File: src/hw/hybrid_pkg.sv
// shared widths and gate-driver state type, imported by every rtl block of the hybrid controller
`default_nettype none

package hybrid_pkg;

   // --------------------------------------------------
   // data widths
   // --------------------------------------------------
   localparam int SAMPLE_W = 14;   // signed adc samples, vc and ic
   localparam int THETA_W  = 32;   // full turn = 2**THETA_W
   localparam int TRIG_W   = 16;   // signed q1.14, one = 16384

   // products of scaled states and trig terms land here
   // z ~ 21 bits, times q1.14 ~ 36 bits, sum of two ~ 37 bits
   localparam int ACC_W    = 48;   // plenty of headroom, no overflow

   // table addressing below the two quadrant bits
   localparam int LUT_BITS = 6;    // 64-entry quarter wave

   // --------------------------------------------------
   // gate driver fsm
   // --------------------------------------------------
   // OFF    only right after reset
   // DEAD   both gates low while the counter runs
   // HIGH   high-side switch on, sigma = 1
   // LOW    low-side switch on, sigma = 0
   typedef enum logic [1:0] {
      GATE_OFF  = 2'd0,
      GATE_DEAD = 2'd1,
      GATE_HIGH = 2'd2,
      GATE_LOW  = 2'd3
   } gate_state_t;

endpackage

`default_nettype wire

File: src/hw/sample_distributor.sv
// steers each strobed adc sample into its phase slot and pulses that phase's update line
`timescale 1ns/1ps
`default_nettype none

module sample_distributor #(
   parameter int N_PHASES = 4
) (
   input  wire logic                                        i_clock,
   input  wire logic                                        i_rst_n,
   input  wire logic                                        i_sample_stb,   // one-cycle strobe
   input  wire logic [$clog2(N_PHASES):0]                   i_sample_phase, // one spare bit
   input  wire logic signed [hybrid_pkg::SAMPLE_W-1:0]      i_vc,
   input  wire logic signed [hybrid_pkg::SAMPLE_W-1:0]      i_ic,
   output logic [N_PHASES-1:0][hybrid_pkg::SAMPLE_W-1:0]    o_vc,           // slot per phase
   output logic [N_PHASES-1:0][hybrid_pkg::SAMPLE_W-1:0]    o_ic,
   output logic [N_PHASES-1:0]                              o_update        // one-hot pulse
);
   import hybrid_pkg::*;

   localparam int PHASE_W = $clog2(N_PHASES) + 1;

   logic [N_PHASES-1:0] hit;   // decoded strobe, empty for out-of-range index

   // index >= N_PHASES matches no slot, so the sample just falls away
   always_comb begin
      for (int k = 0; k < N_PHASES; k++) begin
         hit[k] = i_sample_stb && (i_sample_phase == PHASE_W'(k));
      end
   end

   // update pulse lines up with the freshly latched slot
   always_ff @(posedge i_clock or negedge i_rst_n) begin
      if (!i_rst_n) begin
         o_update <= '0;
      end else begin
         o_update <= hit;
      end
   end

   // sample slots, each keeps the latest value for its phase
   always_ff @(posedge i_clock) begin
      for (int k = 0; k < N_PHASES; k++) begin
         if (hit[k]) begin
            o_vc[k] <= SAMPLE_W'(i_vc);
            o_ic[k] <= SAMPLE_W'(i_ic);
         end
      end
   end

endmodule

`default_nettype wire

File: config.mk
export PLATFORM = sky130hd
export DESIGN_NAME = sample_distributor
export DESIGN_NICKNAME = d
export VERILOG_FILES = /design/src/hw/hybrid_pkg.sv /design/src/hw/sample_distributor.sv
export SDC_FILE = /design/constraint.sdc
export NUM_CORES = 1
export LEC_CHECK = 0
export BUFFER_PORTS_ARGS = -buffer_cell sky130_fd_sc_hd__buf_2
export CAP_MARGIN = 20
export CORE_ASPECT_RATIO = 1.4
export CORE_MARGIN = 1.5
export CORE_UTILIZATION = 42
export DETAILED_ROUTE_END_ITERATION = 16
export PLACE_DENSITY = 0.75
export SYNTH_ARGS = -nofsm -noshare
export SYNTH_HDL_FRONTEND = slang
export SYNTH_SLANG_ARGS = --single-unit
File: constraint.sdc
create_clock -name i_clock -period 0.8 [get_ports i_clock]
set_input_delay 0.08 -clock i_clock [delete_from_list [all_inputs] [get_ports i_clock]]
set_output_delay 0.08 -clock i_clock [all_outputs]
set_load 0.02 [all_outputs]
### After elaboration in Yosys (flattened, before gate mapping)

Index checks and enable logic that the tools add are counted.

* flip-flop bits (word level): 116
* bits of input ports: 34

* equal/unequal tests: 3
* reduce and logical (&&, ||, !) cells: 5

Operators by type and width (number)
* $eq 3x2->1 const B: 2
* $logic_and 1x1->1: 4
* $eq 3x1->1 const B: 1
* $logic_not 3->1: 1

### Depth between registers and ports, before layout

* depth after elaboration: 2
* depth in mapped cells: 1
* mapped depth without buffers: 1

### Worst setup path before layout

Ideal clock, no wire load.

* path kind: input to register
* from: in i_sample_phase[0]
* to: reg o_ic[0] (netlist bit) (enable)
* buffers on the path: 0
* slack: -1.427 ns
* data arrival time: 1.794 ns
* setup time: 0.433 ns
* stages: 1
* path through: nor4b_2

* cells in the longest elaborated chain, start to end: 2

Ends and longest elaborated chain
* from (decl): line sample_distributor.sv:11 `input wire logic [$clog2(N_PHASES):0] i_sample_phase,`
* $logic_not 3->1: line sample_distributor.sv:27 `hit[k] = i_sample_stb && (i_sample_phase == PHASE_W'(k));`
* $logic_and 1x1->1: line sample_distributor.sv:27
* to (signal, indexed assignment): line sample_distributor.sv:45 `o_ic[k] <= SAMPLE_W'(i_ic);`
* to (decl): line sample_distributor.sv:15 `output logic [N_PHASES-1:0][hybrid_pkg::SAMPLE_W-1:0] o_ic,`

Every way passes these cells.
A chain may end at the register's enable or synchronous reset.

### Worst setup path after layout

* from: reg o_vc[30] (netlist bit)
* to: out o_vc[30] (netlist bit)

RTL lines
* from (decl): line sample_distributor.sv:14 `output logic [N_PHASES-1:0][hybrid_pkg::SAMPLE_W-1:0] o_vc,`
* from (signal, indexed assignment): line sample_distributor.sv:44 `o_vc[k] <= SAMPLE_W'(i_vc);`

No word-level cell between the ends.

==> impl_metrics.yaml <==
placement:
  placed_area_sq_um: 4537
  place.gp.congestion: 0.7374
  detailed_placement_hpwl_um: 4927
  portBuffers: 149
  pre_cts_ws_ns: -0.3546
route:
  route.antenna.remaining_nets: 0
  drt_iter0_drc: 129
  route.final.wire_length_um: 7944
  drt_first_pass_iters: 7
  drcViolationCount: 0
  num_vias: 2024
  via_per_inst: 4.590
  wl_per_cell_um: 18.01
critical_path:
  crit_path_top_delay_cell: "sky130_fd_sc_hd__edfxtp_1"
  arrival_ns: 0.98
  cp_max_fo: 1
  worst-setup-path-type: "register to output pin"
  cp.required_ns: 0.72
  worstPathCellList: "buf_6"
  critPathTopFamily: "flip-flops"
  setup.worst_path.end_class: "output pin"
  timing.critical_path.depth: 1
  cp_num_buf_inv: 1
  cp-start-kind: "register"
  worst_path_largest_cell_delay_ns: 0.43
clock_network:
  cts_max_level: 4
  cts_root_buf: "sky130_fd_sc_hd__clkbuf_16"
  tritoncts.num_buffers: 17
  tritoncts: "done"
  cts.reportedPaths.clkPinSlew_ns: 0.05
  clk_sink_count: 116
  cts.path.max_buffers: 2
yosys:
  area_share_of_the_leading_cell_type_in_the_synthesized_netlist_pct: 95.73
  synth_area_per_cell_sq_um: 29.28
  post-synth-top-count-cell: "sky130_fd_sc_hd__edfxtp_1"
  postSynthNetCount: 154
  yosys-top-cells-count: "sky130_fd_sc_hd__edfxtp_1, sky130_fd_sc_hd__dfrtp_1, sky130_fd_sc_hd__and4bb_2"
  synthesis.instances: 120
  post_synth_main_area_contributors: "sky130_fd_sc_hd__edfxtp_1, sky130_fd_sc_hd__dfrtp_1, sky130_fd_sc_hd__and4bb_2"
  seq_area_frac_synth_pct: 98.58
  ys_seq_elements: 116
  syn-cell-area_sq_um: 3513
  synth.distinct_cells: 5
  postSynth.asyncResetShare_pct: 3.448
  yosys_most_used_dff: "sky130_fd_sc_hd__edfxtp_1"
  ys.warnings.count: 0
  synth_edf_count: 112
  yosysTopAreaCell: "sky130_fd_sc_hd__edfxtp_1"
power:
  ir_worst_vdd_mv: 1.705
  internal_uw: 11810
  p_per_area_nw_per_um2: 2513
  p_comb_share_pct: 6.2
  power.switching_fraction_pct: 19.73
  p_seq_share_pct: 47.3
  static_leakage_uw: 0.002295
  power.switching_uw: 2903
  power.clock.fraction_pct: 46.5
  power_uw: 14710
die:
  floorplan.rows: 39
  vertical_extent_of_the_die_um: 111.2
  fp.dieArea_sq_um: 8931
  chipWidth_um: 80.30
  initial_standard_cell_utilization_of_the_core_pct: 43.11
  floorplan.core_area_sq_um: 8149
  number_of_primary_i_o_pins: 150
layout:
  final_nets: 360
  antenna_cells: 0
  final_util_pct: 71.86
  final_design_area_no_fill_sq_um: 5856
  drive_gt1_share_pct: 55.46
  syn_to_final_growth_pct: 66.67
hold_path:
  min-delay-path-class: "input pin to async pin"
timing:
  relSlewSlack_pct: 83.44
  setup_viol_count_final: 116
  post-route-period-util_pct: 132.9
  slew_violations: 0
  fmaxAchievable_ghz: 0.9409
  setup_repair_after_global_routing_missed_its_margin: "true"
  fin_worst_hold_slack_ns: 0.03314
  layout_min_cycle_time_ns: 1.063
  fin_ws_ns: -0.2628
  worstMarginPinSlew_ns: 0.2473
  final-hold-violation-count: 0
grt:
  first_global_vias: 2033
  grt_start_max_net_pins: 22
  grt_pass1_wl_um: 11020
  antenna_found_initial: 0
  globalRoute.totalOverflow: 0
  grtUsageTotal_pct: 17.81
status:
  status: "finished with violations"
  failed_checks: "setup timing"
run:
  cap_violations: 0
-- repair_timing --
| action | CTS | global route |
|---|---|---|
| gates resized for setup | 54 | 99 |
| setup buffers | 0 | 0 |
| endpoints found under the hold margin | 116 | 0 |
| setup endpoints to repair | 116 | 129 |
| hold buffers | 29 | 0 |
| cloned | 0 | 0 |
-- metrics by stage --
step                TNS [ns]  std cells
floorplan             -34.81        120
global placement      -29.21        380
detailed placement    -30.35        380
CTS                   -25.26        441
global route          -27.48        441
finish                -23.75        441
-- area by class of cell --
type	count	area, sq um
well taps	102	127.6
multi-input cells	4	70.07
flip-flops and latches	116	3463
fillers	478	2293
repair buffers	187	1645
clock inverters	13	116.4
clock buffers	19	432.9
-- power by group through the flow --
stage	Combinational (uW)	Clock [uW]	Sequential (uW)
after floorplan	53.8	0	7280
after global placement	660	0	7040
after detailed placement	673	0	7040
after CTS	828	6940	6940
after global routing	967	7200	6970
final	917	6840	6960
-- sequential cells by signal (all words and copies together) (netlist names) --
| register | cells |
|---|---|
| o_update | 4 |
| o_ic | 56 |
| o_vc | 56 |
-- final timing paths --
path / startpoint / end / slack (ns)
max in group asynchronous: i_rst_n / o_update[3]$_DFF_PN0_ / 0.65
min in group i_clock: i_sample_phase[2] / o_update[0]$_DFF_PN0_ / 0.10
worst max-delay path: o_vc[30]$_DFFE_PP_ / o_vc[30] / -0.26
worst min-delay path: i_rst_n / o_update[0]$_DFF_PN0_ / 0.03
-- routing by layer --
layer / wire (um) / part of all wire, % / track usage, %
met1: 2907 / 37 / 19.85
met2: 4345 / 55 / 29.30
met3: 551 / 6.9 / 6.255
met4: 139 / 1.7 / 9.655
met5: 0 / 0 / 0
-- logic make-up after synthesis --
group,synth area share (%)
DFF,98.58
and+or+nand+nor,1.424
-- placed cells by master (no fill, tap or decap), types with 2 or more instances in the layout --
cell,synthesis,final
sky130_fd_sc_hd__bufinv_16,0,2
sky130_fd_sc_hd__dfrtp_1,4,4
sky130_fd_sc_hd__clkbuf_16,0,17
sky130_fd_sc_hd__buf_6,0,77
sky130_fd_sc_hd__edfxtp_1,112,112
sky130_fd_sc_hd__buf_2,0,73
sky130_fd_sc_hd__clkinv_2,0,5
sky130_fd_sc_hd__buf_12,0,5
sky130_fd_sc_hd__and4bb_4,0,2
sky130_fd_sc_hd__clkbuf_1,0,2
sky130_fd_sc_hd__clkinv_1,0,4
sky130_fd_sc_hd__buf_4,0,3
sky130_fd_sc_hd__dlygate4sd3_1,0,29
No activity file was read; power rests on OpenSTA's default activity.
