--- src/hw/hybrid_pkg.sv ---
// shared widths and gate-driver state type, imported by every rtl block of the hybrid controller
`default_nettype none

package hybrid_pkg;

   // --------------------------------------------------
   // data widths
   // --------------------------------------------------
   localparam int SAMPLE_W = 14;   // signed adc samples, vc and ic
   localparam int THETA_W  = 32;   // full turn = 2**THETA_W
   localparam int TRIG_W   = 16;   // signed q1.14, one = 16384

   // products of scaled states and trig terms land here
   // z ~ 21 bits, times q1.14 ~ 36 bits, sum of two ~ 37 bits
   localparam int ACC_W    = 48;   // plenty of headroom, no overflow

   // table addressing below the two quadrant bits
   localparam int LUT_BITS = 6;    // 64-entry quarter wave

   // --------------------------------------------------
   // gate driver fsm
   // --------------------------------------------------
   // OFF    only right after reset
   // DEAD   both gates low while the counter runs
   // HIGH   high-side switch on, sigma = 1
   // LOW    low-side switch on, sigma = 0
   typedef enum logic [1:0] {
      GATE_OFF  = 2'd0,
      GATE_DEAD = 2'd1,
      GATE_HIGH = 2'd2,
      GATE_LOW  = 2'd3
   } gate_state_t;

endpackage

`default_nettype wire

--- src/hw/trig_lut.sv ---
// registered sine/cosine of a 32-bit angle from one quarter-wave table, shared by all phases
`timescale 1ns/1ps
`default_nettype none

module trig_lut (
   input  wire logic                                i_clock,
   input  wire logic                                i_rst_n,
   input  wire logic [hybrid_pkg::THETA_W-1:0]      i_theta,   // full turn = 2**THETA_W
   output logic signed [hybrid_pkg::TRIG_W-1:0]     o_sin,     // q1.14
   output logic signed [hybrid_pkg::TRIG_W-1:0]     o_cos      // q1.14
);
   import hybrid_pkg::*;

   localparam logic [TRIG_W-2:0] TRIG_ONE = 15'd16384;   // 1.0 in q1.14

   // round(16384 * sin(k * pi / 128)), k = 0..63
   localparam logic [TRIG_W-2:0] SINE_TAB [2**LUT_BITS] = '{
        0,   402,   804,  1205,  1606,  2006,  2404,  2801,
     3196,  3590,  3981,  4370,  4756,  5139,  5520,  5897,
     6270,  6639,  7005,  7366,  7723,  8076,  8423,  8765,
     9102,  9434,  9760, 10080, 10394, 10702, 11003, 11297,
    11585, 11866, 12140, 12406, 12665, 12916, 13160, 13395,
    13623, 13842, 14053, 14256, 14449, 14635, 14811, 14978,
    15137, 15286, 15426, 15557, 15679, 15791, 15893, 15986,
    16069, 16143, 16207, 16261, 16305, 16340, 16364, 16379
   };

   logic [1:0]               quadrant;     // top two angle bits
   logic [LUT_BITS-1:0]      idx;          // position inside the quadrant
   logic [LUT_BITS-1:0]      idx_mirror;   // 64 - idx, wraps to 0 at idx 0
   logic [TRIG_W-2:0]        mag_s;        // |sin| of the in-quadrant angle
   logic [TRIG_W-2:0]        mag_c;        // |cos| of the in-quadrant angle
   logic signed [TRIG_W-1:0] pos_s;
   logic signed [TRIG_W-1:0] pos_c;
   logic signed [TRIG_W-1:0] sin_d;
   logic signed [TRIG_W-1:0] cos_d;

   assign quadrant   = i_theta[THETA_W-1 -: 2];
   assign idx        = i_theta[THETA_W-3 -: LUT_BITS];
   assign idx_mirror = ~idx + 1'b1;

   assign mag_s = SINE_TAB[idx];
   // cos(a) = sin(90 - a), entry 64 is not in the table so 1.0 is patched in
   assign mag_c = (idx == '0) ? TRIG_ONE : SINE_TAB[idx_mirror];

   assign pos_s = {1'b0, mag_s};
   assign pos_c = {1'b0, mag_c};

   // --------------------------------------------------
   // quadrant fold
   // --------------------------------------------------
   always_comb begin
      case (quadrant)
         2'd0: begin            // 0..90
            sin_d = pos_s;
            cos_d = pos_c;
         end
         2'd1: begin            // 90..180
            sin_d = pos_c;
            cos_d = -pos_s;
         end
         2'd2: begin            // 180..270
            sin_d = -pos_s;
            cos_d = -pos_c;
         end
         default: begin         // 270..360
            sin_d = -pos_c;
            cos_d = pos_s;
         end
      endcase
   end

   always_ff @(posedge i_clock or negedge i_rst_n) begin
      if (!i_rst_n) begin
         o_sin <= '0;                  // angle 0 after reset
         o_cos <= {1'b0, TRIG_ONE};
      end else begin
         o_sin <= sin_d;
         o_cos <= cos_d;
      end
   end

endmodule

`default_nettype wire

--- config.mk ---
export PLATFORM = sky130hd
export DESIGN_NAME = trig_lut
export DESIGN_NICKNAME = d
export VERILOG_FILES = /design/src/hw/hybrid_pkg.sv /design/src/hw/trig_lut.sv
export SDC_FILE = /design/constraint.sdc
export NUM_CORES = 1
export LEC_CHECK = 0
export BUFFER_PORTS_ARGS = -buffer_cell sky130_fd_sc_hd__clkbuf_2
export CELL_PAD_IN_SITES_DETAIL_PLACEMENT = 0
export CELL_PAD_IN_SITES_GLOBAL_PLACEMENT = 1
export CORE_ASPECT_RATIO = 1.1
export CORE_MARGIN = 3
export CORE_UTILIZATION = 26
export CTS_CLUSTER_SIZE = 20
export DETAILED_ROUTE_END_ITERATION = 16
export GPL_TIMING_DRIVEN = 0
export PLACE_DENSITY = 0.64
export SYNTH_ARGS = -nofsm -noshare
export SYNTH_HDL_FRONTEND = slang
export SYNTH_SLANG_ARGS = --single-unit
--- constraint.sdc ---
create_clock -name i_clock -period 0.8 [get_ports i_clock]
set_input_delay 0 -clock i_clock [delete_from_list [all_inputs] [get_ports i_clock]]
set_output_delay 0 -clock i_clock [all_outputs]
set_load 0.1 [all_outputs]
Word-level counts from Yosys, hierarchy flattened

Memories as Yosys holds them, arrays and structs flattened.
Index checks and enable logic that the tools add are counted.

Flip-flop bits (word level): 32
Bits in latches: 0
Bits in writable memories: 0
ROM bits: 1920
Output and inout bits: 32
Word-level logic and storage cells: 23
Memories kept: 2

Add/sub/neg operators: 3
Multiply operators: 0
Divide/modulo/power cells: 0
Order comparisons: 2
Equal/unequal tests: 2
Shift operators: 0
Mux-type cells: 7
Bitwise gates (word level): 3
Reduce and logical (&&, ||, !) cells: 2

Memory list:

| memory           | words | bits a word | read ports | clocked after Yosys merged registers in | write ports | RTL line       | RTL |
|---|---|---|---|---|---|---|---|
| (name not given) | 64    | 15          | 1          | 0                                       | 0           | trig_lut.sv:44 | `assign mag_c = (idx == '0) ? TRIG_ONE : SINE_TAB[idx_mirror];` |
| (name not given) | 64    | 15          | 1          | 0                                       | 0           | trig_lut.sv:42 | `assign mag_s = SINE_TAB[idx];` |

Operators with widths:

| kind                | count |
|---|---|
| $pmux 16 s3         | 2 |
| $mux 15             | 5 |
| $neg 15->16         | 2 |
| $ge 7x7->1 const B  | 2 |
| $not 6->7           | 2 |
| $add 6x1->6 const B | 1 |
| $logic_not 6->1     | 1 |
| $not 6->6           | 1 |
| $eq 2x1->1 const B  | 1 |
| $eq 2x2->1 const B  | 1 |
| $logic_not 2->1     | 1 |

Longest topological paths before layout

Depth after elaboration: 9
Mapped depth: 19
Gate-level depth less buffers: 14

Worst setup path after synthesis

OpenSTA, ideal clock, no wires.

Kind: input to register
Start: in i_theta[24] in the netlist's numbering
End: reg o_cos[14] in the netlist's numbering
Arrival: 4305 ps
Slack: -3588 ps
Stages: 19
Path through: buf_4 buf_6 clkinv_1 ha_1 ha_1 buf_2 inv_1 clkbuf_1 ha_1 mux4_2 nand2_1 and3_1 clkbuf_1 ha_1 a21boi_1 nand2_1 or4b_4 o21a_1 o311a_1

Cells in the longest elaborated chain, start to end: 9
Elaborated cells between the ends (all ways): 15
Those cells by class: add/sub (3); mux (6); bitwise (3); reduce/logical (1); memory (2)

Ends and longest elaborated chain:

| what                                        | RTL line       | RTL |
|---|---|---|
| start, declared                             | trig_lut.sv:8  | `input wire logic [hybrid_pkg::THETA_W-1:0] i_theta,` |
| $not 6->6                                   | trig_lut.sv:40 | `assign idx_mirror = ~idx + 1'b1;` |
| $add 6x1->6                                 | trig_lut.sv:40 |  |
| $not 6->7 (implied by the code)             | trig_lut.sv:44 |  |
| $mem_v2 64x15                               | --             |  |
| $mux 15 (implied by the code) (2 in series) | trig_lut.sv:44 |  |
| $mux 15                                     | trig_lut.sv:44 |  |
| $neg 15->16                                 | trig_lut.sv:64 | `cos_d = -pos_c;` |
| $pmux 16 s3 (*)                             | trig_lut.sv:53 | `case (quadrant)` |
| named net cos_d[14]                         | trig_lut.sv:36 | `logic signed [TRIG_W-1:0] cos_d;` |
| end signal, assigned                        | trig_lut.sv:76 | `o_cos <= {1'b0, TRIG_ONE};` |
| end signal, assigned                        | trig_lut.sv:79 | `o_cos <= cos_d;` |
| end, declared                               | trig_lut.sv:10 | `output logic signed [hybrid_pkg::TRIG_W-1:0] o_cos` |

The timed path passes the listed nets; every way through them passes the cells marked *. The select of a mux whose other input is x is not followed.

Worst setup path after layout

Start: in i_theta[24] in the netlist's numbering
End: reg o_sin[14] in the netlist's numbering

Cells in the longest elaborated chain, start to end: 9
Elaborated cells between the ends (all ways): 15
Those cells by class: add/sub (3); mux (6); bitwise (3); reduce/logical (1); memory (2)

Ends and longest elaborated chain:

| what                                        | RTL line       | RTL |
|---|---|---|
| $not 6->6                                   | trig_lut.sv:40 |  |
| $add 6x1->6                                 | trig_lut.sv:40 |  |
| $not 6->7 (implied by the code)             | trig_lut.sv:44 |  |
| $mem_v2 64x15                               | --             |  |
| $mux 15 (implied by the code) (2 in series) | trig_lut.sv:44 |  |
| $mux 15                                     | trig_lut.sv:44 |  |
| $neg 15->16                                 | trig_lut.sv:67 | `sin_d = -pos_c;` |
| $pmux 16 s3 (*)                             | trig_lut.sv:53 |  |
| named net sin_d[14]                         | trig_lut.sv:35 | `logic signed [TRIG_W-1:0] sin_d;` |
| end signal, assigned                        | trig_lut.sv:78 | `o_sin <= sin_d;` |
| end, declared                               | trig_lut.sv:9  | `output logic signed [hybrid_pkg::TRIG_W-1:0] o_sin,` |

Marks and branches as above.

==> impl_metrics.py <==
metrics = {
    "clocking": {
        "cts.path.max_buffers": 2,
        "cts_max_level": 2,
        "cts_tree": "done",
        "cts.sinks": 32,
        "numCtsBuffers": 5,
        "cts_root_buffer": "clkbuf_16",
        "cts.reportedPaths.clkPinSlew_ps": 50,
    },
    "global_route": {
        "busiest_layer": "met2",
        "antenna_found_initial": 0,
        "grt_pass1_wl_mm": 38.6,
        "use_met3_pct": 2.05,
        "grt_pass1_vias": 6491,
        "grt_max_degree": 33,
        "grt_use_met2_pct": 36.3,
        "grt_overflow": 0,
        "met1_usage_pct": 28.3,
        "grt_util_all_layers_pct": 21.7,
    },
    "synthesis": {
        "syn_area_per_cell_um2": 7.44,
        "yosys.area.top_type": "dfrtp_1",
        "synth.net_count": 778,
        "yosysMostFrequentCell": "nand2_1",
        "synthArstFlopShare_pct": 100,
        "synth-edff-count": 0,
        "syn_area_um2": 5380,
        "yosysWarnings": 0,
        "synthTopCellsByCount": "58 x nand2_1, 57 x nor2_1, 51 x a21oi_1",
        "synth-seq-area-share_pct": 14.9,
        "post_synth_num_cell_types": 98,
        "synthTopCellsByArea": "dfrtp_1 14%, ha_1 4.9%, a21oi_1 4.7%, o21ai_0 4.1%, nand2_1 4.0%",
        "ys_seq_elements": 32,
        "synthCells": 723,
        "synth_top_flop_cell": "dfrtp_1",
        "synth_top_area_share_pct": 14.4,
    },
    "die": {
        "fp.dieArea_um2": 22500,
        "io_pins": 66,
        "die_h_um": 157,
        "start_util_pct": 26.8,
        "die_w_um": 143,
        "placementRows": 54,
        "coreArea_um2": 20100,
    },
    "pwr": {
        "p_comb_share_pct": 68.2,
        "power_mw": 13.6,
        "sw_frac_of_total_pct": 46.9,
        "p_int_mw": 7.22,
        "peakVddDrop_mv": 0.839,
        "seq_power_share_pct": 15.8,
        "power.density_nw_per_um2": 1590,
        "netSwitchingPower_mw": 6.38,
        "pwr-share-clk_pct": 16.0,
        "leakagePower_nw": 3.35,
    },
    "finish": {
        "drive_gt1_share_pct": 42.7,
        "fillers": 1949,
        "syn_to_final_growth_pct": 59.3,
        "antenna_cells": 0,
        "final_nets": 915,
    },
    "sta": {
        "fin_ws_ps": -2430,
        "setup-violations-final": 64,
        "hold_slack_ps": -225,
        "relSlewSlack_pct": 47.8,
        "hold_violations": 31,
        "fmax_mhz": 310,
        "worst_pin_slew_ps": 778,
        "final_max_slew_viol_count": 0,
        "rsz0062_at_grt": "true",
        "period_minus_slack_ps": 3230,
        "period_share_pct": 404,
    },
    "route": {
        "post_drt_wl_per_cell_um": 22.3,
        "routed_wl_mm": 24.8,
        "vias": 6791,
        "drcViolationCount": 0,
        "vias_per_cell": 6.10,
        "first_iter_violations": 818,
        "drtAntennaViolNets": 0,
        "drt_first_pass_iters": 6,
    },
    "setup_path": {
        "end_kind": "register",
        "required_ps": 930,
        "crit_chain": "clkbuf_16 > buf_12 > buf_12 > clkinv_8 > ha_4 > ha_4 > buf_8 > inv_8 > clkbuf_16 > ha_4 > mux4_2 > nand2_2 > and3_4 > ha_4 > a21boi_4 > nand2_2 > or4b_4 > buf_4 > mux2i_1 > a21oi_1",
        "cpMostUsedCell": "ha_4",
        "worstPathMaxFanout": 6,
        "cp_slowest_stage_delay_ps": 540,
        "path_class": "in2reg",
        "worstSetupStartpointType": "input port",
        "crit_path_top_delay_cell": "or4b_4",
        "arrival_ps": 3360,
    },
    "placement": {
        "portBuffers": 39,
        "hpwl_mm": 17.0,
        "place_congestion": 0.948,
    },
    "hold_path": {
        "hp-class": "in2async",
    },
    "outcome": {
        "status": "complete, but fails checks",
        "violations": "hold timing, setup timing",
    },
    "run": {
        "maxCapViolations": 0,
    },
}
per-layer routing:
layer	share of wire [%]	vias to the layer above	wire length, µm
li1	-	3015	-
met1	40	3273	10000
met2	48	419	11800
met3	7.4	84	1830
met4	4.5	0	1120
met5	0	-	0
power by group through the flow:
| stage | logic (mW) | clock network [mW] | registers, mW |
|---|---|---|---|
| after floorplan | 3.03 | 0 | 4.12 |
| after global placement | 6.59 | 0 | 2.04 |
| after detailed placement | 6.56 | 0 | 2.04 |
| after CTS | 8.77 | 2.20 | 2.14 |
| after global routing | 9.67 | 2.27 | 2.19 |
| final | 9.28 | 2.17 | 2.16 |
state kept, by name, summed over array words and instances, names as in the netlist:
| signal | count |
|---|---|
| o_sin | 16 |
| o_cos | 16 |
worst max-delay path by stage:
stage | startpoint | to | slack, ps | cells past startpoint
floorplan | i_theta[24] | o_cos[14] | -2690 | 19
global placement | i_theta[25] | o_cos[13] | -3920 | 14
detailed placement | i_theta[25] | o_cos[13] | -3870 | 14
CTS | i_theta[24] | o_cos[14] | -2460 | 19
global route | i_theta[24] | o_cos[14] | -2510 | 20
finish | i_theta[24] | o_sin[14] | -2430 | 20
metrics by stage:
step,TNS (ps),cell area [µm²],std cells,setup slack [ps],utilization [%]
after floorplan,-67020,5600,723,-2690,-
after global placement,-109540,6110,1014,-3920,30.4
after detailed placement,-109420,6110,1014,-3870,30.4
after CTS,-68710,8250,1098,-2460,41.1
after global routing,-73230,8570,1113,-2510,42.7
final,-69240,8570,1113,-2430,42.7
critical path: cells and delay by family:
kind,cells,cell delay (ps)
fa+ha+maj,4,740
simple gates,4,920
mux,2,650
buf+inv,8,770
compound gates,2,260
cell usage in the layout (no fill, tap or decap), types with 6 or more instances in the layout:
cell,synthesis,layout
xnor2_2,0,7
nor3_1,23,17
nand2_1,58,53
dfrtp_2,0,31
a21oi_1,51,42
ha_1,21,10
and2_1,8,7
buf_6,9,24
or2_2,9,6
a21oi_2,0,7
o31ai_1,9,9
a311oi_1,8,7
o21ai_1,5,6
clkbuf_16,0,46
o211ai_1,18,18
a211oi_1,15,9
a31oi_1,19,17
nor2b_1,18,14
ha_4,0,8
buf_2,23,10
nand3_1,25,24
xnor2_1,17,9
nand2b_1,20,18
mux2i_1,14,12
clkbuf_2,0,8
o21ai_0,44,37
inv_1,9,7
a21o_1,7,7
nor2_1,57,52
clkbuf_1,37,19
buf_4,6,93
final cells by class:
type	instances	area (µm²)	area share, %
Multi-Input combinational cell	600	4800	56.0
Sequential cell	32	845	9.86
Inverter	13	110	1.28
Timing Repair Buffer	133	1660	19.4
Buffer	75	677	7.90
Clock buffer	5	125	1.46
Clock inverter	3	42.5	0.496
Tap cell	252	315	3.68
repair_timing:
action                                  4_1_cts  5_1_grt
gates resized for setup                     263       47
hold endpoints to repair                     31       31
pin swaps                                    43       42
setup buffers                                77       16
gates cloned                                  1        1
endpoints found under the setup margin       64       64
kinds of logic after synthesis:
kind of cell	Yosys count	share of synthesized area, %
xor+xnor	21	3.56
compound gates	265	35.2
flops	32	14.9
simple gates	270	28.0
fa+ha+maj	22	5.09
buf+inv	91	8.56
mux	22	4.70
(Power assumes the default switching activity.)
