<file path="config.mk">
export PLATFORM = sky130hd
export DESIGN_NAME = gate_driver
export DESIGN_NICKNAME = d
export VERILOG_FILES = /design/src/hw/hybrid_pkg.sv /design/src/hw/gate_driver.sv
export SDC_FILE = /design/constraint.sdc
export NUM_CORES = 1
export LEC_CHECK = 0
export ABC_AREA = 1
export BUFFER_PORTS_ARGS = -buffer_cell sky130_fd_sc_hd__buf_2
export CORE_MARGIN = 2
export CORE_UTILIZATION = 45
export CTS_CLUSTER_DIAMETER = 120
export DETAILED_ROUTE_END_ITERATION = 6
export HOLD_SLACK_MARGIN = 0.06
export PLACE_DENSITY_LB_ADDON = 0.08
export SKIP_CTS_REPAIR_TIMING = 1
export SLEW_MARGIN = 20
export SYNTH_ARGS = -nofsm -noshare
export SYNTH_HDL_FRONTEND = slang
export SYNTH_SLANG_ARGS = --single-unit
</file>
<file path="constraint.sdc">
create_clock -name i_clock -period 1.4 [get_ports i_clock]
set_clock_uncertainty 0.15 [all_clocks]
set_input_delay 0.07 -clock i_clock [delete_from_list [all_inputs] [get_ports i_clock]]
set_output_delay 0.07 -clock i_clock [all_outputs]
set_load 0.01 [all_outputs]
</file>
<file path="src/hw/hybrid_pkg.sv">
// shared widths and gate-driver state type, imported by every rtl block of the hybrid controller
`default_nettype none

package hybrid_pkg;

   // --------------------------------------------------
   // data widths
   // --------------------------------------------------
   localparam int SAMPLE_W = 14;   // signed adc samples, vc and ic
   localparam int THETA_W  = 32;   // full turn = 2**THETA_W
   localparam int TRIG_W   = 16;   // signed q1.14, one = 16384

   // products of scaled states and trig terms land here
   // z ~ 21 bits, times q1.14 ~ 36 bits, sum of two ~ 37 bits
   localparam int ACC_W    = 48;   // plenty of headroom, no overflow

   // table addressing below the two quadrant bits
   localparam int LUT_BITS = 6;    // 64-entry quarter wave

   // --------------------------------------------------
   // gate driver fsm
   // --------------------------------------------------
   // OFF    only right after reset
   // DEAD   both gates low while the counter runs
   // HIGH   high-side switch on, sigma = 1
   // LOW    low-side switch on, sigma = 0
   typedef enum logic [1:0] {
      GATE_OFF  = 2'd0,
      GATE_DEAD = 2'd1,
      GATE_HIGH = 2'd2,
      GATE_LOW  = 2'd3
   } gate_state_t;

endpackage

`default_nettype wire

</file>
<file path="src/hw/gate_driver.sv">
// per-phase dead-time fsm, turns each sigma bit into complementary high and low gate levels
`timescale 1ns/1ps
`default_nettype none

module gate_driver #(
   parameter int N_PHASES    = 4,
   parameter int DEAD_CYCLES = 3     // both-low cycles between gates, at least 1
) (
   input  wire logic                i_clock,
   input  wire logic                i_rst_n,
   input  wire logic [N_PHASES-1:0] i_sigma,
   output logic [N_PHASES-1:0]      o_gate_hi,
   output logic [N_PHASES-1:0]      o_gate_lo
);
   import hybrid_pkg::*;

   // counter counts DEAD_CYCLES-1 down to 0
   localparam int CNT_W = (DEAD_CYCLES > 1) ? $clog2(DEAD_CYCLES) : 1;
   localparam logic [CNT_W-1:0] DEAD_LOAD = CNT_W'(DEAD_CYCLES - 1);

   for (genvar p = 0; p < N_PHASES; p++) begin : g_phase

      gate_state_t      state;
      logic [CNT_W-1:0] dead_cnt;
      logic             sigma_seen;   // sigma as of the previous edge

      // --------------------------------------------------
      // dead-time fsm
      // --------------------------------------------------
      always_ff @(posedge i_clock or negedge i_rst_n) begin
         if (!i_rst_n) begin
            state      <= GATE_OFF;
            dead_cnt   <= '0;
            sigma_seen <= 1'b1;        // matches sigma after reset
         end else begin
            sigma_seen <= i_sigma[p];
            if (i_sigma[p] != sigma_seen) begin
               // any edge on sigma restarts the dead time, even mid-count
               state    <= GATE_DEAD;
               dead_cnt <= DEAD_LOAD;
            end else begin
               case (state)
                  GATE_OFF: begin
                     state    <= GATE_DEAD;   // first turn-on still gets dead time
                     dead_cnt <= DEAD_LOAD;
                  end
                  GATE_DEAD: begin
                     if (dead_cnt == '0) begin
                        state <= sigma_seen ? GATE_HIGH : GATE_LOW;
                     end else begin
                        dead_cnt <= dead_cnt - 1'b1;
                     end
                  end
                  default: begin
                     // HIGH or LOW, hold until sigma moves
                  end
               endcase
            end
         end
      end

      // decoded straight from the state, never both at once
      assign o_gate_hi[p] = (state == GATE_HIGH);
      assign o_gate_lo[p] = (state == GATE_LOW);

   end

endmodule

`default_nettype wire

</file>
Word level (Yosys, flattened, before mapping):

Cells that the tools add are included.

* bits in latches: 0
* flip-flop bits (word level): 20
* memories: 0
* RAM bits: 0
* bits of input ports: 6
* ROM bits: 0
* word-level logic and storage cells: 88

* muxes and demuxes: 28
* shift operators: 0
* equal/unequal tests: 24
* reduce and logical (&&, ||, !) cells: 20
* $lt $le $gt $ge: 0
* multiply operators: 0
* bitwise gates (word level): 0
* div/mod/pow operators: 0
* add/sub/neg operators: 4

Operator list (number)
* $mux W2: 16
* $pmux W2 S2: 8
* $ne A3 B3 Y1 const B: 8
* $eq A2 B2 Y1 const B: 8
* $logic_not A2 Y1: 8
* $reduce_and A2 Y1: 8
* $reduce_bool A3 Y1: 4
* $eq A2 B1 Y1 const B: 4
* $sub A2 B1 Y2 const B: 4
* $mux W1: 4
* $ne A1 B1 Y1: 4

Depth between registers and ports, before layout:

Gate-level depths: netlist of the first run.

* word-level depth: 4
* mapped depth: 8

Least setup slack after synthesis of the first run:

Ideal clock, no wire load.

* path type: reg2reg
* start point: register g_phase[2].dead_cnt[0]
* end point: register g_phase[2].dead_cnt[1]
* buffers on the path: 0
* cell stages (with the launch flop): 7
* arrival: 0.958 ns
* slack: 0.218 ns
* clock period less this slack: 1.182 ns
* setup time: 0.074 ns
* cell sequence: dfrtp_1 > inv_1 > ha_1 > a21oi_1 > nand2b_4 > nand2_1 > o21ai_2

* longest elaborated chain between the ends: 4
* elaborated cells between the ends (all ways): 7
* classes of those cells: add/sub (1); eq/ne (1); mux (3); reduce/logical (2)

RTL lines
* start, declared: line gate_driver.sv:24 `logic [CNT_W-1:0] dead_cnt;`
* start signal, assigned: line gate_driver.sv:51 `dead_cnt <= dead_cnt - 1'b1;`
* $sub A2 B1 Y2: line gate_driver.sv:51
* $mux W2: line gate_driver.sv:48 `if (dead_cnt == '0) begin`
* $pmux W2 S2: line gate_driver.sv:42 `case (state)`
* $mux W2: line gate_driver.sv:37 `if (i_sigma[p] != sigma_seen) begin`

Parallel ways exist; a longest one is shown, timed or not. The select of a mux whose other input is x is not followed.
A chain may end at the register's enable or synchronous reset.

Final worst setup path of the first run:

* start point: register g_phase[0].state[1]
* end point: output o_gate_hi[0]

* longest elaborated chain between the ends: 1

RTL lines
* start, declared: line gate_driver.sv:23 `gate_state_t state;`
* start signal, assigned: line gate_driver.sv:49 `state <= sigma_seen ? GATE_HIGH : GATE_LOW;`
* $eq A2 B2 Y1: line gate_driver.sv:63 `assign o_gate_hi[p] = (state == GATE_HIGH);`
* end, declared: line gate_driver.sv:12 `output logic [N_PHASES-1:0] o_gate_hi,`

No other way between the ends.

==> results by group, run 1 <==
Worst setup path
  – Number of cells traversed by the worst register-to-register path: 7
  – Critical path capture point type: output port
  – Worst Path Required: 1.18 ns
  – Destination of the critical timing path: o_gate_hi[0]
  – Highest fanout seen on the critical path: 4
  – Timing startpoint of the critical path: g_phase[0].state[1]
  – Startpoint type of the worst setup path: register
  – R2R Setup Slk: 0.12 ns
  – Worst Path Arrival: 1.07 ns
  – Type of the worst setup path: register to output port
  – Endpoint of the most critical register-to-register path: g_phase[0].dead_cnt[1]
  – Critical register-to-register path startpoint: g_phase[0].dead_cnt[0]

Die
  – Die area: 2670 µm²
  – Cell row count: 17
  – Height of the chip: 51.7 µm
  – Initial core utilization: 47.1%
  – Num ports: 14
  – Standard cell core area: 2170 µm²
  – Die X-Extent: 51.7 µm

Placement
  – I/O Buffers: 13
  – Post-placement cell count: 169
  – Pre-CTS setup slack: 0.112 ns
  – Half-perimeter wire length after placement: 1250 µm
  – Global placement routability congestion: 0.758
  – Post-DP Area: 1120 µm²

Final layout
  – Number of filler cells placed in the layout: 207
  – Antenna diode instance count: 0
  – Number of nets at the end of the flow: 161
  – Number of standard cells in the final layout excluding fillers: 178
  – Fraction of layout cells with a size suffix above 1: 24.0%
  – Area growth, synth to finish: 20.2%
  – Non-Filler Cell Area, Final: 1230 µm²

Drt
  – Detail Route Antenna Nets: 0
  – Average detailed-routed wire length per instance: 9.38 µm
  – Total Wirelength: 1670 µm
  – Initial DRT Pass Iterations: 6
  – Via density per instance: 4.48
  – Vias after detailed routing: 797
  – Drt first-iter violations: 15
  – Post-route DRC violation count: 0

Yosys
  – Post-synth top area cell: dfrtp_1
  – FFs w/ async S/R, synth: 100%
  – Post-synth EDFFs: 0
  – Share of Yosys cell area claimed by the top area cell type: 39.2%
  – Post-synth net total: 138
  – Most common cell in the netlist: inv_1
  – Most common flop cell mapped by yosys: dfrtp_1
  – Top area cells in the synthesized netlist: dfrtp_1 39%, inv_1 12%, nand2_1 11%, dfstp_2 10%, ha_1 4.9%
  – Flop and latch count out of synthesis: 20
  – Syn_area_per_cell: 7.99 µm²
  – Number of warning messages in the yosys log: 0
  – Number of distinct library cells after synthesis: 17
  – Top cell types by occurrence after synthesis: 32 x inv_1, 31 x nand2_1, 16 x dfrtp_1
  – Sequential-to-total area share from yosys stat: 49.4%
  – Area of the mapped netlist: 1020 µm²
  – Instance count of the mapped netlist: 128

Clock network
  – Clock Root Buffer: clkbuf_4
  – Clock buffers created by TritonCTS: 3
  – Skew-Pair Late Insertion Delay: 0.30 ns
  – Number of H-tree levels: 1
  – Number of clock sinks seen by CTS: 20
  – Buffers from clock root to sink, at most: 2
  – Clock-pin slew reported for the worst setup and hold paths after clock tree synthesis: 0.12 ns
  – Clock tree from TritonCTS: yes

GRT
  – Wire length of the first global-routing pass: 2820 µm
  – Total Routing Usage GR: 14.5%
  – Pin count of the biggest net entering global routing: 21
  – Overall overflow remaining after global route: 0
  – Initial antenna violation count: 0
  – Via count of the first global-routing pass: 726

Power
  – Power per Cell Area: 1700 nW/µm²
  – Design Power: 0.00209 W
  – Worst VDD drop: 0.000967 V
  – Leakage power figure: 0.713 nW

STA
  – Post-route clock period utilization: 92.2%
  – Max-slew violation count: 0
  – Final critical-path setup slack: 0.110 ns
  – Count of final setup violators: 0
  – Min Tclk post-route: 1.29 ns
  – Unrepaired setup endpoints after global routing: false
  – Slew margin rel.: 70.3%
  – Number of endpoints with negative hold slack in the final report: 0
  – Slew @ Worst Pin: 0.445 ns
  – Max Clk Rate: 775 MHz
  – Setup_tns: 0 ns

Worst hold path
  – Worst hold path type: input port to asynchronous set/reset pin

Job
  – Number of violations of the max-capacitance limit: 0

Outcome
  – Status: complete, no violations
[registers in the layout, indices dropped and copies added (netlist names)]
name,flops
g_phase.sigma_seen,4
g_phase.dead_cnt,8
g_phase.state,8
[worst min path at each step]
| stage | slack (ns) | end | startpoint |
|---|---|---|---|
| 2_1_floorplan | -0.38 | g_phase[0].dead_cnt[0] | i_rst_n |
| 3_3_place_gp | -0.11 | g_phase[3].state[0] | i_rst_n |
| 3_5_place_dp | -0.10 | g_phase[3].state[0] | i_rst_n |
| 4_1_cts | -0.46 | g_phase[3].state[1] | i_rst_n |
| 5_1_grt | 0.12 | g_phase[3].state[1] | i_rst_n |
| 6_report | 0.08 | g_phase[3].dead_cnt[1] | i_rst_n |
[critical path, stage by stage, from the launching register on]
cell	delay, ns
dfrtp_1	0.43
inv_1	0.07
nor2_1	0.12
buf_2	0.15
[layout make-up]
| class | instances | area [µm²] | area share, % |
|---|---|---|---|
| clock buffers | 3 | 22.5 | 1.83 |
| inverters | 35 | 131 | 10.7 |
| clock inverters | 1 | 30.0 | 2.44 |
| flip-flops and latches | 20 | 505 | 41.1 |
| repair buffers | 18 | 115 | 9.37 |
| well taps | 28 | 35.0 | 2.85 |
| multi-input cells | 73 | 389 | 31.7 |
[logic make-up (layout without fill, tap and decap cells)]
| group | count (synthesis) | in the layout | share of synthesized area, % |
|---|---|---|---|
| AO/OA/AOI/OAI | 10 | 10 | 5.75 |
| adder cells (fa/ha/maj) | 4 | 4 | 4.90 |
| buffers and inverters | 35 | 57 | 12.9 |
| flip-flops | 20 | 20 | 49.4 |
| AND/OR/NAND/NOR | 59 | 59 | 27.0 |
[cell usage in the layout (no fill, tap or decap), drive strengths merged]
cell type and instances:
dfstp 4, nand4 5, ha 4, nor2 8, inv 35, a21oi 2
nand3 6, clkbuf 3, nand2b 1, o31ai 2, dfrtp 16, buf 13
bufinv 1, o21ai 6, dlygate4sd3 5, nand2 39
[per-stage QoR]
step	util, %	hold slack (ns)
2_1_floorplan	-	-0.376
3_3_place_gp	51.7	-0.106
3_5_place_dp	51.7	-0.105
4_1_cts	54.2	-0.458
5_1_grt	56.6	0.116
6_report	56.6	0.0779
[report_power, final]
group	switching, W	internal [W]
Clock	0.000181	0.000289
Combinational	0.000465	0.000320
Sequential	0.0000968	0.000742
Total	0.000743	0.00135
[layer usage]
metal	vias up	global-route usage, %	wire, µm
met1	355	17.1	821
met2	14	24.8	772
met4	0	7.89	17
li1	426	-	-
met3	2	2.59	57
met5	-	0	0
No activity file was read; power rests on OpenSTA's default activity.
==> inputs of run 2 (changes only) <==
--- a/config.mk
+++ b/config.mk
@@ -5,10 +5,9 @@
 export SDC_FILE = /design/constraint.sdc
 export NUM_CORES = 1
 export LEC_CHECK = 0
-export ABC_AREA = 1
 export BUFFER_PORTS_ARGS = -buffer_cell sky130_fd_sc_hd__buf_2
 export CORE_MARGIN = 2
-export CORE_UTILIZATION = 45
+export CORE_UTILIZATION = 54
 export CTS_CLUSTER_DIAMETER = 120
 export DETAILED_ROUTE_END_ITERATION = 6
 export HOLD_SLACK_MARGIN = 0.06
==> run 2 against run 1 <==
Effect of this change:
- synthesized area down 1.2%
- flip-flop and latch count did not move
- final cell count fell by 17%
- combinational power up 26%
- first-iteration DRC count stayed put
- maximum frequency decreased by 2.1%
- largest cell class unchanged
- highest routed layer unchanged
==> results by group, run 2 <==
Yosys
  – Share of Yosys cell area claimed by the top area cell type: 39.7%
  – Syn_area_per_cell: 10.3 µm²
  – Post-synth top area cell: dfrtp_1
  – Top cell types by occurrence after synthesis: 16 x dfrtp_1, 10 x inv_1, 9 x a21oi_1, 9 x nor2_1
  – Instance count of the mapped netlist: 98
  – Most common flop cell mapped by yosys: dfrtp_1
  – Flop and latch count out of synthesis: 20
  – Most common cell in the netlist: dfrtp_1
  – Number of distinct library cells after synthesis: 27
  – Post-synth net total: 108
  – Number of warning messages in the yosys log: 0
  – FFs w/ async S/R, synth: 100%
  – Sequential-to-total area share from yosys stat: 50.1%
  – Top area cells in the synthesized netlist: dfrtp_1 40%, dfstp_2 10%, ha_1 5.0%, a21oi_1 4.5%, inv_1 3.7%
  – Area of the mapped netlist: 1010 µm²
  – Post-synth EDFFs: 0

Final layout
  – Fraction of layout cells with a size suffix above 1: 34.4%
  – Commonest non-fill, non-tap cells in the layout: 13 x buf_2, 12 x dfrtp_1, 9 x nor2_1, 8 x inv_1, 7 x a21oi_1
  – Area taken by multi-input logic gates: 495 µm²
  – Area taken by flip-flops and latches: 510 µm²
  – Registers with the most flip-flops: g_phase.dead_cnt x8, g_phase.state x8, g_phase.sigma_seen x4
  – Number of nets at the end of the flow: 133
  – Area growth, synth to finish: 25.3%
  – Most common library cell in the layout ignoring fill and taps: buf_2
  – Antenna diode instance count: 0
  – Non-Filler Cell Area, Final: 1260 µm²
  – Number of filler cells placed in the layout: 144

STA
  – Setup_tns: 0 ns
  – Min Tclk post-route: 1.32 ns
  – Number of endpoints with negative hold slack in the final report: 0
  – Max-slew violation count: 0
  – Count of final setup violators: 0
  – Max Clk Rate: 759 MHz
  – Unrepaired setup endpoints after global routing: true
  – Slew @ Worst Pin: 0.431 ns
  – Post-route clock period utilization: 94.1%
  – Slew margin rel.: 71.3%

Drt
  – Vias after detailed routing: 768
  – Via density per instance: 5.22
  – Post-route DRC violation count: 0
  – Drt first-iter violations: 15
  – Average detailed-routed wire length per instance: 11.4 µm
  – Detail Route Antenna Nets: 0
  – Initial DRT Pass Iterations: 4
  – Total Wirelength: 1670 µm

Power
  – Sequential power share: 37.6%
  – Worst VDD drop: 0.00138 V
  – Sw Ratio: 32.0%
  – Leakage power figure: 0.574 nW
  – Design Power: 0.00233 W
  – Relative contribution of the clock network to total power: 19.9%
  – Power share of the combinational group: 42.6%
  – Power dissipated by switching net loads: 0.000745 W
  – Power per Cell Area: 1840 nW/µm²
  – Internal power contribution: 0.00158 W

Placement
  – Post-DP Area: 1120 µm²
  – Global placement routability congestion: 0.738
  – Half-perimeter wire length after placement: 1170 µm
  – I/O Buffers: 13

Job
  – Number of violations of the max-capacitance limit: 0

GRT
  – Via count of the first global-routing pass: 665
  – Total Routing Usage GR: 17.7%
  – Wire length of the first global-routing pass: 2740 µm
  – Pin count of the biggest net entering global routing: 21
  – Initial antenna violation count: 0
  – Overall overflow remaining after global route: 0

Die
  – Initial core utilization: 57.8%
  – Die X-Extent: 47.2 µm
  – Height of the chip: 47.2 µm
  – Standard cell core area: 1750 µm²
  – Cell row count: 15
  – Die area: 2230 µm²
  – Num ports: 14

Clock network
  – Clock buffers created by TritonCTS: 3
  – Number of clock sinks seen by CTS: 20
  – Clock-pin slew reported for the worst setup and hold paths after clock tree synthesis: 0.11 ns
  – Clock Root Buffer: clkbuf_4
  – Clock tree from TritonCTS: yes
  – Number of H-tree levels: 1
  – Skew-Pair Late Insertion Delay: 0.29 ns
  – Buffers from clock root to sink, at most: 2

Outcome
  – Status: complete, no violations

Worst setup path
  – Critical path capture point type: output port
  – Worst Path Required: 1.18 ns
  – Startpoint type of the worst setup path: register
  – Type of the worst setup path: register to output port
  – Worst Path Arrival: 1.10 ns
  – Highest fanout seen on the critical path: 9

Worst hold path
  – Worst hold path type: input port to asynchronous set/reset pin
==> run 2: cell count changes in the layout (fill, tap and decap cells not counted), moves of 3 or more <==
cell and delta:
dfrtp_2 +4, nor2b_1 +4, buf_4 +3, dfrtp_1 -4, nand3b_1 +3, nand4_1 -5
o21bai_1 +4, nand3_1 -5, xor2_1 +4, inv_1 -24, a31oi_1 +4, a21oi_1 +6
nand2_2 -8, nand2_1 -26
==> run 2: critical path: stages, from the launching register on <==
cell,delay (ns)
dfrtp_2,0.47
and2_2,0.20
buf_2,0.13
==> run 2: cell families after synthesis <==
logic type / Yosys count / share of synthesized area [%]
AND/OR/NAND/NOR: 36 / 22.1
buffers and inverters: 11 / 4.83
XOR/XNOR: 4 / 3.47
adder cells (fa/ha/maj): 4 / 4.96
flip-flops: 20 / 50.1
AO/OA/AOI/OAI: 23 / 14.6
==> run 2: final timing paths <==
kind	slack [ns]	depth (start not counted)	to	from
hold / removal	0.12	2	g_phase[0].dead_cnt[1]	i_rst_n
max in group asynchronous	0.65	2	g_phase[3].sigma_seen	i_rst_n
setup / recovery	0.08	2	o_gate_lo[1]	g_phase[1].state[0]
hold reg to reg	0.39	2	g_phase[0].dead_cnt[1]	g_phase[0].dead_cnt[1]
min in group i_clock	0.29	2	g_phase[3].sigma_seen	i_sigma[3]
setup reg to reg	0.08	5	g_phase[1].dead_cnt[1]	g_phase[1].dead_cnt[0]
==> run 2: layer usage <==
metal / GRT usage (%) / share of wire, %
met3: 4.62 / 2.4
met5: 0 / 0
met1: 22.8 / 48
met2: 27.8 / 49
met4: 8.33 / 1.1
==> run 2: cell type report <==
| cell class | instances | share of cell area [%] |
|---|---|---|
| clock buffer | 3 | 1.78 |
| inverter | 10 | 2.97 |
| timing repair buffer | 21 | 10.9 |
| multi-input combinational | 67 | 39.2 |
| tap | 25 | 2.47 |
| clock inverter | 1 | 2.37 |
| sequential | 20 | 40.4 |
==> run 2: per-stage QoR <==
stage	setup WS (ns)	hold WS (ns)	instances	utilization [%]
floorplan	0.0346	-0.376	98	-
global placement	0.0258	-0.110	138	64.0
detailed placement	-0.0227	-0.111	138	64.0
CTS	-0.0423	-0.457	142	67.0
global route	0.00145	0.133	147	72.5
finish	0.0821	0.117	147	72.5
==> run 2: power groups by stage <==
stage | sequential, W | clock (W) | combinational [W]
floorplan | 0.000843 | 0 | 0.000668
global placement | 0.000859 | 0 | 0.000848
detailed placement | 0.000864 | 0 | 0.000883
CTS | 0.000853 | 0.000481 | 0.000888
global route | 0.000901 | 0.000518 | 0.00114
finish | 0.000875 | 0.000463 | 0.000991
==> inputs of run 3 (changes only) <==
--- a/config.mk
+++ b/config.mk
@@ -5,13 +5,14 @@
 export SDC_FILE = /design/constraint.sdc
 export NUM_CORES = 1
 export LEC_CHECK = 0
+export ABC_AREA = 1
 export BUFFER_PORTS_ARGS = -buffer_cell sky130_fd_sc_hd__buf_2
 export CORE_MARGIN = 2
-export CORE_UTILIZATION = 54
+export CORE_UTILIZATION = 55
 export CTS_CLUSTER_DIAMETER = 120
 export DETAILED_ROUTE_END_ITERATION = 6
 export HOLD_SLACK_MARGIN = 0.06
-export PLACE_DENSITY_LB_ADDON = 0.08
+export PLACE_DENSITY_LB_ADDON = 0.05
 export SKIP_CTS_REPAIR_TIMING = 1
 export SLEW_MARGIN = 20
 export SYNTH_ARGS = -nofsm -noshare
==> run 3 against run 2 <==
Effect of this change:
- maximum frequency is 3.6% higher
- register-to-register slack better by 0.05 ns
- sequential power is 4.3% lower
- non-clock buffer count is 3 lower
- first-iteration DRC count is 13% lower
- clock power is 27% lower
- power is 16% lower
- combinational power is 21% lower
- final area is 4.5% lower
- critical path type unchanged
- largest cell class unchanged
- highest routed layer unchanged
==> results by group, run 3 (synthesis results as in run 1) <==
Final layout
  – Registers with the most flip-flops: g_phase.dead_cnt x8, g_phase.state x8, g_phase.sigma_seen x4
  – Most common library cell in the layout ignoring fill and taps: inv_1
  – Area taken by flip-flops and latches: 505 µm²
  – Number of nets at the end of the flow: 161
  – Fraction of layout cells with a size suffix above 1: 24.0%
  – Core Util, Final: 69.2%
  – Area taken by multi-input logic gates: 389 µm²
  – Commonest non-fill, non-tap cells in the layout: 32 x inv_1, 31 x nand2_1, 16 x dfrtp_1, 13 x buf_2
  – Number of filler cells placed in the layout: 152
  – Antenna diode instance count: 0
  – Area growth, synth to finish: 18.2%

Die
  – Initial core utilization: 58.6%
  – Num ports: 14
  – Die X-Extent: 47.1 µm
  – Standard cell core area: 1750 µm²
  – Height of the chip: 47.1 µm
  – Cell row count: 15
  – Die area: 2220 µm²

Drt
  – Average detailed-routed wire length per instance: 9.30 µm
  – Via density per instance: 4.59
  – Initial DRT Pass Iterations: 4
  – Vias after detailed routing: 803
  – Drt first-iter violations: 13
  – Post-route DRC violation count: 0
  – Detail Route Antenna Nets: 0
  – Total Wirelength: 1630 µm

Placement
  – Half-perimeter wire length after placement: 1210 µm
  – I/O Buffers: 13
  – Global placement routability congestion: 0.813

Job
  – Number of violations of the max-capacitance limit: 0

GRT
  – Wire length of the first global-routing pass: 2600 µm
  – Via count of the first global-routing pass: 657
  – Initial antenna violation count: 0
  – Total Routing Usage GR: 17.1%
  – Overall overflow remaining after global route: 0
  – Pin count of the biggest net entering global routing: 21

STA
  – Number of endpoints with negative hold slack in the final report: 0
  – Count of final setup violators: 0
  – Max-slew violation count: 0
  – Setup_tns: 0 ns
  – Slew margin rel.: 70.4%
  – Unrepaired setup endpoints after global routing: false
  – Slew @ Worst Pin: 0.444 ns
  – Max Clk Rate: 786 MHz
  – Post-route clock period utilization: 90.9%
  – Min Tclk post-route: 1.27 ns

Worst hold path
  – Worst hold path type: input port to asynchronous set/reset pin

Clock network
  – Clock buffers created by TritonCTS: 3
  – Clock tree from TritonCTS: yes
  – Skew-Pair Late Insertion Delay: 0.31 ns
  – Buffers from clock root to sink, at most: 2
  – Clock-pin slew reported for the worst setup and hold paths after clock tree synthesis: 0.11 ns
  – Clock Root Buffer: clkbuf_4
  – Number of clock sinks seen by CTS: 20
  – Number of H-tree levels: 1

Worst setup path
  – Critical path capture point type: output port
  – Type of the worst setup path: register to output port
  – Highest fanout seen on the critical path: 5
  – Worst Path Required: 1.18 ns
  – Worst Path Arrival: 1.05 ns
  – Number of cells traversed by the worst register-to-register path: 6
  – Startpoint type of the worst setup path: register

Power
  – Worst VDD drop: 0.000927 V
  – Power per Cell Area: 1620 nW/µm²
  – Leakage power figure: 0.706 nW

Outcome
  – Status: complete, no violations
==> run 3: cell count changes in the layout (fill, tap and decap cells not counted), sizes merged, moves of 3 or more <==
cell	previous run	this run
nand2	5	39
inv	10	35
a21oi	9	2
nand3	0	6
nor2b	6	0
nand4	0	5
o21ai	1	6
a31oi	4	0
and2	4	0
o21bai	4	0
xor2	4	0
buf	16	13
nand3b	3	0
==> run 3: cell type report <==
cell class                      count  area share, %
Multi-Input combinational cell     73           32.2
Timing Repair Buffer               18           9.52
Tap cell                           25           2.59
Sequential cell                    20           41.8
Inverter                           35           10.9
Clock buffer                        4           3.00
==> run 3: worst paths after layout <==
path                       slack, ns                     end                    from
setup / recovery                0.13            o_gate_hi[1]     g_phase[1].state[0]
max in group asynchronous       0.69   g_phase[0].sigma_seen                 i_rst_n
hold / removal                  0.08  g_phase[0].dead_cnt[1]                 i_rst_n
hold reg to reg                 0.33  g_phase[3].dead_cnt[0]  g_phase[3].dead_cnt[0]
min in group i_clock            0.27   g_phase[1].sigma_seen              i_sigma[1]
setup reg to reg                0.13  g_phase[2].dead_cnt[1]  g_phase[2].dead_cnt[0]
==> run 3: worst max-delay path, cell delays in order (launching register included) <==
cell and delay, ns:
dfrtp_1 0.45, nor2_1 0.15, buf_2 0.15
==> run 3: metrics by stage <==
| step | total power [W] | instances | instance area (µm²) | hold WS, ns | setup slack (ns) |
|---|---|---|---|---|---|
| 2_1_floorplan | 0.00144 | 128 | 1020 | -0.376 | 0.218 |
| 3_3_place_gp | 0.00158 | 166 | 1120 | -0.109 | 0.177 |
| 3_5_place_dp | 0.00162 | 166 | 1120 | -0.108 | 0.0918 |
| 4_1_cts | 0.00196 | 170 | 1150 | -0.453 | 0.0667 |
| 5_1_grt | 0.00215 | 175 | 1210 | 0.128 | 0.0255 |
| 6_report | 0.00196 | 175 | 1210 | 0.0802 | 0.128 |
==> run 3: layer usage <==
layer  track usage (%)  wire [µm]
met1              23.7        798
met2              24.9        757
met3              3.46         39
met4              10.0         31
met5                 0          0
==> run 3: report_power, final <==
part           leakage, nW  internal [W]  total, W  switching (W)
Clock               0.0210      0.000159  0.000340       0.000181
Sequential           0.226      0.000742  0.000837      0.0000947
Combinational        0.459      0.000320  0.000783       0.000463
